### src/aximm_link_defs.svh
/*
 * AXI-MM link parameters
 * field widths, receive FIFO depth and credit sizing
 */
`ifndef AXIMM_LINK_DEFS_SVH
`define AXIMM_LINK_DEFS_SVH

// user request fields
`define AXI_ID_W       4
`define AXI_ADDR_W     32
`define AXI_DATA_W     64
`define AXI_STRB_W     8

// follower buffering, one credit per entry
`define RX_FIFO_DEPTH  4

// must hold RX_FIFO_DEPTH
`define CREDIT_W       3

// online only with every bit set
`define XFER_EN_W      4

`endif

### src/aximm_axi_pkg.sv
/*
 * AXI request types for the user-facing channels
 * single-beat write with address and data fused, and read address
 */
`include "aximm_link_defs.svh"

package aximm_axi_pkg;

  //////////////////////////////////////////////////
  // write request, 108 bits
  //////////////////////////////////////////////////
  typedef struct packed {
    logic [`AXI_ID_W-1:0]   id;
    logic [`AXI_ADDR_W-1:0] addr;
    logic [`AXI_DATA_W-1:0] data;
    logic [`AXI_STRB_W-1:0] strb;
  } axi_wr_req_t;

  //////////////////////////////////////////////////
  // read address request, 36 bits
  //////////////////////////////////////////////////
  typedef struct packed {
    logic [`AXI_ID_W-1:0]   id;
    logic [`AXI_ADDR_W-1:0] addr;
  } axi_rd_req_t;

endpackage

### src/aximm_phy_pkg.sv
/*
 * PHY lane types
 * word kind opcode, lane word layout, credit return and grant record
 */
`include "aximm_link_defs.svh"

package aximm_phy_pkg;

  // 2'b11 is never driven
  typedef enum logic [1:0] {
    PHY_IDLE  = 2'd0,
    PHY_WRITE = 2'd1,
    PHY_READ  = 2'd2
  } phy_kind_e;

  // data and strb are zero on reads
  typedef struct packed {
    phy_kind_e              kind;
    logic [`AXI_ID_W-1:0]   id;
    logic [`AXI_ADDR_W-1:0] addr;
    logic [`AXI_DATA_W-1:0] data;
    logic [`AXI_STRB_W-1:0] strb;
  } phy_word_t;

  // one-cycle pulses, one per drained entry
  typedef struct packed {
    logic wr;
    logic rd;
  } credit_ret_t;

  // last channel served
  typedef enum logic {
    GRANT_WR = 1'b0,
    GRANT_RD = 1'b1
  } grant_e;

endpackage

### src/aximm_rx_fifo.sv
/*
 * Receive FIFO, first word fall through
 * returns one credit pulse to the leader per drained entry
 */
`timescale 1ns/1ps
`include "aximm_link_defs.svh"

module aximm_rx_fifo #(
  parameter int WIDTH = 8,
  parameter int DEPTH = `RX_FIFO_DEPTH
) (
  input  logic             F_clk_wr,
  input  logic             m_wr_rst_n,
  input  logic             i_push,
  input  logic [WIDTH-1:0] i_data,
  input  logic             i_ready,
  output logic [WIDTH-1:0] o_data,
  output logic             o_valid,
  output logic             o_credit
);

  localparam int PTR_W = (DEPTH > 1) ? $clog2(DEPTH) : 1;
  localparam int CNT_W = $clog2(DEPTH + 1);

  logic [WIDTH-1:0] mem [DEPTH];
  logic [PTR_W-1:0] wr_ptr;
  logic [PTR_W-1:0] rd_ptr;
  logic [CNT_W-1:0] count;
  logic             pop;
  logic             full;

  assign o_valid = (count != '0);
  assign o_data  = mem[rd_ptr];
  assign pop     = o_valid && i_ready;
  assign full    = (count == CNT_W'(DEPTH));

  always_ff @(posedge F_clk_wr)
  begin
    if (i_push)
      mem[wr_ptr] <= i_data;
  end

  always_ff @(posedge F_clk_wr)
  begin
    if (!m_wr_rst_n)
    begin
      wr_ptr   <= '0;
      rd_ptr   <= '0;
      count    <= '0;
      o_credit <= 1'b0;
    end
    else
    begin
      if (i_push)
        wr_ptr <= (wr_ptr == PTR_W'(DEPTH - 1)) ? '0 : wr_ptr + 1'b1;
      if (pop)
        rd_ptr <= (rd_ptr == PTR_W'(DEPTH - 1)) ? '0 : rd_ptr + 1'b1;
      if (i_push && !pop)
        count <= count + 1'b1;
      else if (pop && !i_push)
        count <= count - 1'b1;
      // one credit back per entry leaving
      o_credit <= pop;
    end
  end

  // credits upstream keep this from happening
  a_no_overflow: assert property (@(posedge F_clk_wr) disable iff (!m_wr_rst_n)
    !(i_push && full));

endmodule

### src/aximm_phy_decode.sv
/*
 * Follower-side PHY word decoder
 * steers each lane word into the write or read receive FIFO
 */
`timescale 1ns/1ps
`include "aximm_link_defs.svh"

module aximm_phy_decode (
  input  logic                        F_clk_wr,
  input  logic                        m_wr_rst_n,
  input  aximm_phy_pkg::phy_word_t    i_phy,
  output logic                        o_wr_push,
  output aximm_axi_pkg::axi_wr_req_t  o_wr_data,
  output logic                        o_rd_push,
  output aximm_axi_pkg::axi_rd_req_t  o_rd_data
);

  import aximm_phy_pkg::*;

  // push strobes
  always_ff @(posedge F_clk_wr)
  begin
    if (!m_wr_rst_n)
    begin
      o_wr_push <= 1'b0;
      o_rd_push <= 1'b0;
    end
    else
    begin
      o_wr_push <= 1'b0;
      o_rd_push <= 1'b0;
      case (i_phy.kind)
        PHY_WRITE: o_wr_push <= 1'b1;
        PHY_READ:  o_rd_push <= 1'b1;
        default:   ;
      endcase
    end
  end

  // payloads follow the same decode
  always_ff @(posedge F_clk_wr)
  begin
    case (i_phy.kind)
      PHY_WRITE:
      begin
        o_wr_data <= '{id: i_phy.id, addr: i_phy.addr, data: i_phy.data, strb: i_phy.strb};
      end
      PHY_READ:
      begin
        o_rd_data <= '{id: i_phy.id, addr: i_phy.addr};
      end
      default: ;
    endcase
  end

  // leader only sends idle, write or read
  a_kind_legal: assert property (@(posedge F_clk_wr) disable iff (!m_wr_rst_n)
    i_phy.kind inside {PHY_IDLE, PHY_WRITE, PHY_READ});

endmodule

### src/aximm_credit_arb.sv
/*
 * Leader-side credit arbiter
 * gates both request channels on link online and per-channel credit,
 * breaks ties round robin and registers one PHY word per cycle
 */
`timescale 1ns/1ps
`include "aximm_link_defs.svh"

module aximm_credit_arb (
  input  logic                        F_clk_wr,
  input  logic                        m_wr_rst_n,
  input  logic [`XFER_EN_W-1:0]       i_transfer_en,
  input  aximm_axi_pkg::axi_wr_req_t  i_wr,
  input  logic                        i_wr_valid,
  input  aximm_axi_pkg::axi_rd_req_t  i_rd,
  input  logic                        i_rd_valid,
  input  aximm_phy_pkg::credit_ret_t  i_credit_ret,
  output logic                        o_wr_ready,
  output logic                        o_rd_ready,
  output aximm_phy_pkg::phy_word_t    o_phy
);

  import aximm_phy_pkg::*;

  logic [`CREDIT_W-1:0]   wr_credit;
  logic [`CREDIT_W-1:0]   rd_credit;
  grant_e                 last_grant;
  logic                   online;
  logic                   wr_can;
  logic                   rd_can;
  logic                   wr_fire;
  logic                   rd_fire;
  phy_kind_e              kind_q;
  logic [`AXI_ID_W-1:0]   id_q;
  logic [`AXI_ADDR_W-1:0] addr_q;
  logic [`AXI_DATA_W-1:0] data_q;
  logic [`AXI_STRB_W-1:0] strb_q;

  function automatic logic [`CREDIT_W-1:0] next_credit(
    input logic [`CREDIT_W-1:0] cur,
    input logic                 take,
    input logic                 give
  );
    logic [`CREDIT_W-1:0] nxt;
    nxt = cur;
    if (take && !give)
      nxt = cur - 1'b1;
    else if (give && !take)
      nxt = cur + 1'b1;
    return nxt;
  endfunction

  //////////////////////////////////////////////////
  // ready rules
  //////////////////////////////////////////////////
  assign online = &i_transfer_en;
  assign wr_can = online && (wr_credit != '0);
  assign rd_can = online && (rd_credit != '0);

  // on a tie the channel not served last wins
  assign o_wr_ready = wr_can && !(rd_can && i_rd_valid && last_grant == GRANT_WR);
  assign o_rd_ready = rd_can && !(wr_can && i_wr_valid && last_grant == GRANT_RD);

  assign wr_fire = i_wr_valid && o_wr_ready;
  assign rd_fire = i_rd_valid && o_rd_ready;

  always_ff @(posedge F_clk_wr)
  begin
    if (!m_wr_rst_n)
    begin
      wr_credit  <= `CREDIT_W'(`RX_FIFO_DEPTH);
      rd_credit  <= `CREDIT_W'(`RX_FIFO_DEPTH);
      last_grant <= GRANT_RD;
      kind_q     <= PHY_IDLE;
    end
    else
    begin
      wr_credit <= next_credit(wr_credit, wr_fire, i_credit_ret.wr);
      rd_credit <= next_credit(rd_credit, rd_fire, i_credit_ret.rd);
      kind_q    <= PHY_IDLE;
      if (wr_fire)
      begin
        last_grant <= GRANT_WR;
        kind_q     <= PHY_WRITE;
      end
      else if (rd_fire)
      begin
        last_grant <= GRANT_RD;
        kind_q     <= PHY_READ;
      end
    end
  end

  // lane payload, meaningful only while kind is not idle
  always_ff @(posedge F_clk_wr)
  begin
    if (wr_fire)
    begin
      id_q   <= i_wr.id;
      addr_q <= i_wr.addr;
      data_q <= i_wr.data;
      strb_q <= i_wr.strb;
    end
    else if (rd_fire)
    begin
      id_q   <= i_rd.id;
      addr_q <= i_rd.addr;
      data_q <= '0;
      strb_q <= '0;
    end
  end

  assign o_phy = '{kind: kind_q, id: id_q, addr: addr_q, data: data_q, strb: strb_q};

  // returns from the follower never overfill a counter
  a_credit_bound: assert property (@(posedge F_clk_wr) disable iff (!m_wr_rst_n)
    (wr_credit <= `RX_FIFO_DEPTH) && (rd_credit <= `RX_FIFO_DEPTH));

endmodule

### src/aximm_link_top.sv
/*
 * AXI-MM link top level
 * leader arbiter and follower decoder joined by the PHY lane,
 * receive FIFOs return credits to the leader
 */
`timescale 1ns/1ps
`include "aximm_link_defs.svh"

module aximm_link_top (
  input  logic                        F_clk_wr,
  input  logic                        m_wr_rst_n,
  input  logic [`XFER_EN_W-1:0]       i_transfer_en,
  input  aximm_axi_pkg::axi_wr_req_t  i_wr,
  input  logic                        i_wr_valid,
  input  aximm_axi_pkg::axi_rd_req_t  i_rd,
  input  logic                        i_rd_valid,
  input  logic                        i_wr_out_ready,
  input  logic                        i_rd_out_ready,
  output logic                        o_wr_ready,
  output logic                        o_rd_ready,
  output aximm_axi_pkg::axi_wr_req_t  o_wr_out,
  output logic                        o_wr_out_valid,
  output aximm_axi_pkg::axi_rd_req_t  o_rd_out,
  output logic                        o_rd_out_valid
);

  import aximm_axi_pkg::*;
  import aximm_phy_pkg::*;

  phy_word_t   phy_word;
  credit_ret_t credit_ret;
  logic        wr_push;
  axi_wr_req_t wr_push_data;
  logic        rd_push;
  axi_rd_req_t rd_push_data;

  //////////////////////////////////////////////////
  // leader
  //////////////////////////////////////////////////
  aximm_credit_arb u_credit_arb (
    .F_clk_wr      (F_clk_wr),
    .m_wr_rst_n    (m_wr_rst_n),
    .i_transfer_en (i_transfer_en),
    .i_wr          (i_wr),
    .i_wr_valid    (i_wr_valid),
    .i_rd          (i_rd),
    .i_rd_valid    (i_rd_valid),
    .i_credit_ret  (credit_ret),
    .o_wr_ready    (o_wr_ready),
    .o_rd_ready    (o_rd_ready),
    .o_phy         (phy_word)
  );

  //////////////////////////////////////////////////
  // follower
  //////////////////////////////////////////////////
  aximm_phy_decode u_phy_decode (
    .F_clk_wr   (F_clk_wr),
    .m_wr_rst_n (m_wr_rst_n),
    .i_phy      (phy_word),
    .o_wr_push  (wr_push),
    .o_wr_data  (wr_push_data),
    .o_rd_push  (rd_push),
    .o_rd_data  (rd_push_data)
  );

  aximm_rx_fifo #(.WIDTH($bits(axi_wr_req_t))) u_wr_fifo (
    .F_clk_wr   (F_clk_wr),
    .m_wr_rst_n (m_wr_rst_n),
    .i_push     (wr_push),
    .i_data     (wr_push_data),
    .i_ready    (i_wr_out_ready),
    .o_data     (o_wr_out),
    .o_valid    (o_wr_out_valid),
    .o_credit   (credit_ret.wr)
  );

  aximm_rx_fifo #(.WIDTH($bits(axi_rd_req_t))) u_rd_fifo (
    .F_clk_wr   (F_clk_wr),
    .m_wr_rst_n (m_wr_rst_n),
    .i_push     (rd_push),
    .i_data     (rd_push_data),
    .i_ready    (i_rd_out_ready),
    .o_data     (o_rd_out),
    .o_valid    (o_rd_out_valid),
    .o_credit   (credit_ret.rd)
  );

endmodule

### config.mk
export PLATFORM = sky130hd
export DESIGN_NAME = aximm_link_top
export DESIGN_NICKNAME = d
export VERILOG_FILES = /design/src/aximm_axi_pkg.sv /design/src/aximm_phy_pkg.sv /design/src/aximm_rx_fifo.sv /design/src/aximm_phy_decode.sv /design/src/aximm_credit_arb.sv /design/src/aximm_link_top.sv
export VERILOG_INCLUDE_DIRS = /design/src
export SDC_FILE = /design/constraint.sdc
export NUM_CORES = 1
export LEC_CHECK = 0
export BUFFER_PORTS_ARGS = -buffer_cell sky130_fd_sc_hd__buf_2
export CORE_MARGIN = 2
export CORE_UTILIZATION = 47
export CTS_CLUSTER_DIAMETER = 40
export CTS_CLUSTER_SIZE = 40
export DETAILED_ROUTE_END_ITERATION = 7
export HOLD_SLACK_MARGIN = 0.03
export PLACE_DENSITY = 0.66
export SLEW_MARGIN = 20
export SYNTH_ARGS = -nofsm -noshare
export SYNTH_HDL_FRONTEND = slang
export SYNTH_SLANG_ARGS = --single-unit
### constraint.sdc
create_clock -name F_clk_wr -period 7.9 [get_ports F_clk_wr]
set_input_delay 0.79 -clock F_clk_wr [delete_from_list [all_inputs] [get_ports F_clk_wr]]
set_output_delay 0.79 -clock F_clk_wr [all_outputs]
set_load 0.1 [all_outputs]
==> flow_summary.toml <==
[run_status]
status = "completed"

[synthesis]
synth_top_area_share_pct = 81.0
avgSynthCellArea_um2 = 24.0
ys_warn_count = 0
ys_seq_elements = 859
synth_cells = 1281
async_flop_share_pct = 0
synth_edf_count = 828
syn_nets = 1453
synth_area_leaders = "edfxtp_1 81%, mux4_2 11%, dfxtp_1 2.0%"
synth_cell_types = 32
synth_largest_area_cell = "edfxtp_1"
netlist_area_um2 = 30700
synth.most_common_cell = "edfxtp_1"
ys.flop_type = "edfxtp_1"
synth_common_cells = "828 x edfxtp_1, 144 x mux4_2, 83 x and2_1, 36 x mux2_2, 31 x dfxtp_1"
yosysSeqAreaShare_pct = 83.0

[cts]
cts_buffers = 105
clk_pin_slew_ps = 60
cts_setup_buffers = 0
insertion_delay_ps = 670
cts_resized = 0
htreeDepth = 3
cts_tree = "yes"
cts.hold.buffers_added = 0
clock_sinks = 859
root_buffer = "clkbuf_16"
cts.path.max_buffers = 3

[timing]
slew_violations = 0
setup_tns_ps = 0
final-hold-violation-count = 0
worstMarginPinSlew_ps = 1090
rsz0062_at_grt = "no"
finalSetupViolCount = 0
skew_ps = 39.6
relSlewSlack_pct = 27.1
holdWs_ps = 409
fin_crit_ps = 4210
fin_crit_sh_pct = 53.3
fin_ws_ps = 3690
max_freq_mhz = 237

[critical_path]
cpPeakStageDelay_ps = 900
path_cells = "buf_4, mux4_2, buf_2"
crit_slowest_cell = "buf_4"
criticalPathCategory = "reg -> out"
critPathMaxFanout = 63
cp-end-kind = "primary output"
critPathRequiredTime_ps = 7110
crit_buf_inv = 2
cp.arrival_ps = 3420
start_kind = "flop"
crit_family = "buffers and inverters"

[placed_design]
port_buffers = 301
placed_area_um2 = 33200
dp_hpwl_um = 34800
place_ws_ps = 4210
gp_congestion = 0.708

[routing]
drtIter0Drc = 1023
via_per_inst = 5.31
remaining_drc_errors = 0
dr.pass1.iters = 5
wirelength_um = 62100
wl_per_cell_um = 23.8
vias = 13826
final_antenna_net_count = 0

[finish]
area_growth_pct = 20.4
diodes = 0
stdcell_area_um2 = 36900
drive_above_1_share_pct = 40.1
fin_nets = 1830

[floorplan]
num_rows = 93
die_y_um = 260
die_w_um = 260
core_um2 = 64500
start_util_pct = 47.6
die_area_um2 = 67400
ios = 302

[pwr]
power_density_nw_per_um2 = 351
p_leak_nw = 12.4
peakVddDrop_mv = 0.248
fin_total_pwr_mw = 13.0

[global_routing]
grt_overflow = 0
antenna_found_initial = 5
grt_use_total_pct = 18.6
grt_pass1_wl_um = 91800
grt_max_degree = 76
grt_pass1_vias = 14758

[job]
maxCapViolations = 0

[worst_hold_path]
min_path_type = "in -> reg"
## worst paths after layout
| check | startpoint | end | slack [ps] | cells past startpoint |
|---|---|---|---|---|
| worst max-delay path | flop | o_wr_out[39] | 3690 | 3 |
| worst min-delay path | i_wr[35] | u_credit_arb.data_q[27] | 410 | 2 |
| worst min register to register | u_credit_arb.data_q[46] | u_phy_decode.o_wr_data[54] | 410 | 0 |
| worst max register to register | u_credit_arb.rd_credit[2] | u_credit_arb.addr_q[9] | 4960 | 5 |
## routing by layer
metal  up-vias  global-route usage (%)  share of wire [%]
met4         0                    5.22                1.6
li1       6048                       -                  -
met5         -                       0                  0
met3        71                    3.56                6.3
met1      7251                    24.7                 41
met2       456                    31.6                 51
## cells in the final DEF, fill, tap and decap left out, types with 8 or more instances in the layout
| cell | instances |
|---|---|
| xor2_1 | 8 |
| dfxtp_1 | 27 |
| mux2_2 | 36 |
| ha_1 | 14 |
| clkinv_8 | 10 |
| and2_4 | 8 |
| or3_1 | 8 |
| clkinv_2 | 10 |
| bufinv_16 | 10 |
| mux4_2 | 144 |
| buf_4 | 14 |
| clkbuf_16 | 105 |
| inv_8 | 15 |
| inv_1 | 17 |
| edfxtp_1 | 828 |
| buf_2 | 301 |
| nor2_1 | 20 |
| inv_6 | 22 |
| and2_1 | 75 |
## worst reg2reg max path, stage by stage, from the launching register on
cell and delay [ps]:
dfxtp_1 330, or3_4 410, a311oi_4 290, buf_4 460
buf_4 750, mux2_2 440
## flip-flops by register name, indices dropped and copies added, names as in the netlist, 2 cells and up, named ones only
signal	count
u_wr_fifo.mem	432
u_rd_fifo.mem	144
u_phy_decode.o_wr_data	108
u_credit_arb.data_q	64
u_phy_decode.o_rd_data	36
u_credit_arb.addr_q	32
u_credit_arb.strb_q	8
u_credit_arb.id_q	4
u_credit_arb.rd_credit	3
u_credit_arb.wr_credit	3
u_rd_fifo.count	3
u_wr_fifo.count	3
u_credit_arb.kind_q	2
u_rd_fifo.rd_ptr	2
u_rd_fifo.wr_ptr	2
u_wr_fifo.rd_ptr	2
u_wr_fifo.wr_ptr	2
## kinds of logic after synthesis
family / Yosys count / share of synthesized area [%]
buffers and inverters: 62 / 0.942
AO/OA/AOI/OAI: 20 / 0.457
flip-flops: 859 / 83.0
multiplexers: 187 / 12.1
adder cells (fa/ha/maj): 18 / 0.832
XOR/XNOR: 8 / 0.228
AND/OR/NAND/NOR: 127 / 2.40
## through the flow
stage,instances,utilization (%)
detailed placement,2406,51.5
global placement,2406,51.5
global route,2603,57.3
CTS,2603,57.3
floorplan,1281,-
finish,2603,57.3
## report_power, final
group          leakage (nW)  internal, mW  switching, mW  total (mW)
registers              7.79          4.98          0.171        5.15
logic                  2.75         0.662           2.18        2.85
clock network          1.81          2.89           2.06        4.95
## layout make-up
cell class	count	area, µm²
fillers	4754	27500
flip-flops and latches	859	25500
multi-input cells	360	4970
clock buffers	109	2650
repair buffers	315	1610
clock inverters	88	1080
well taps	855	1070
inverters	17	63.8
(Power assumes the default switching activity.)
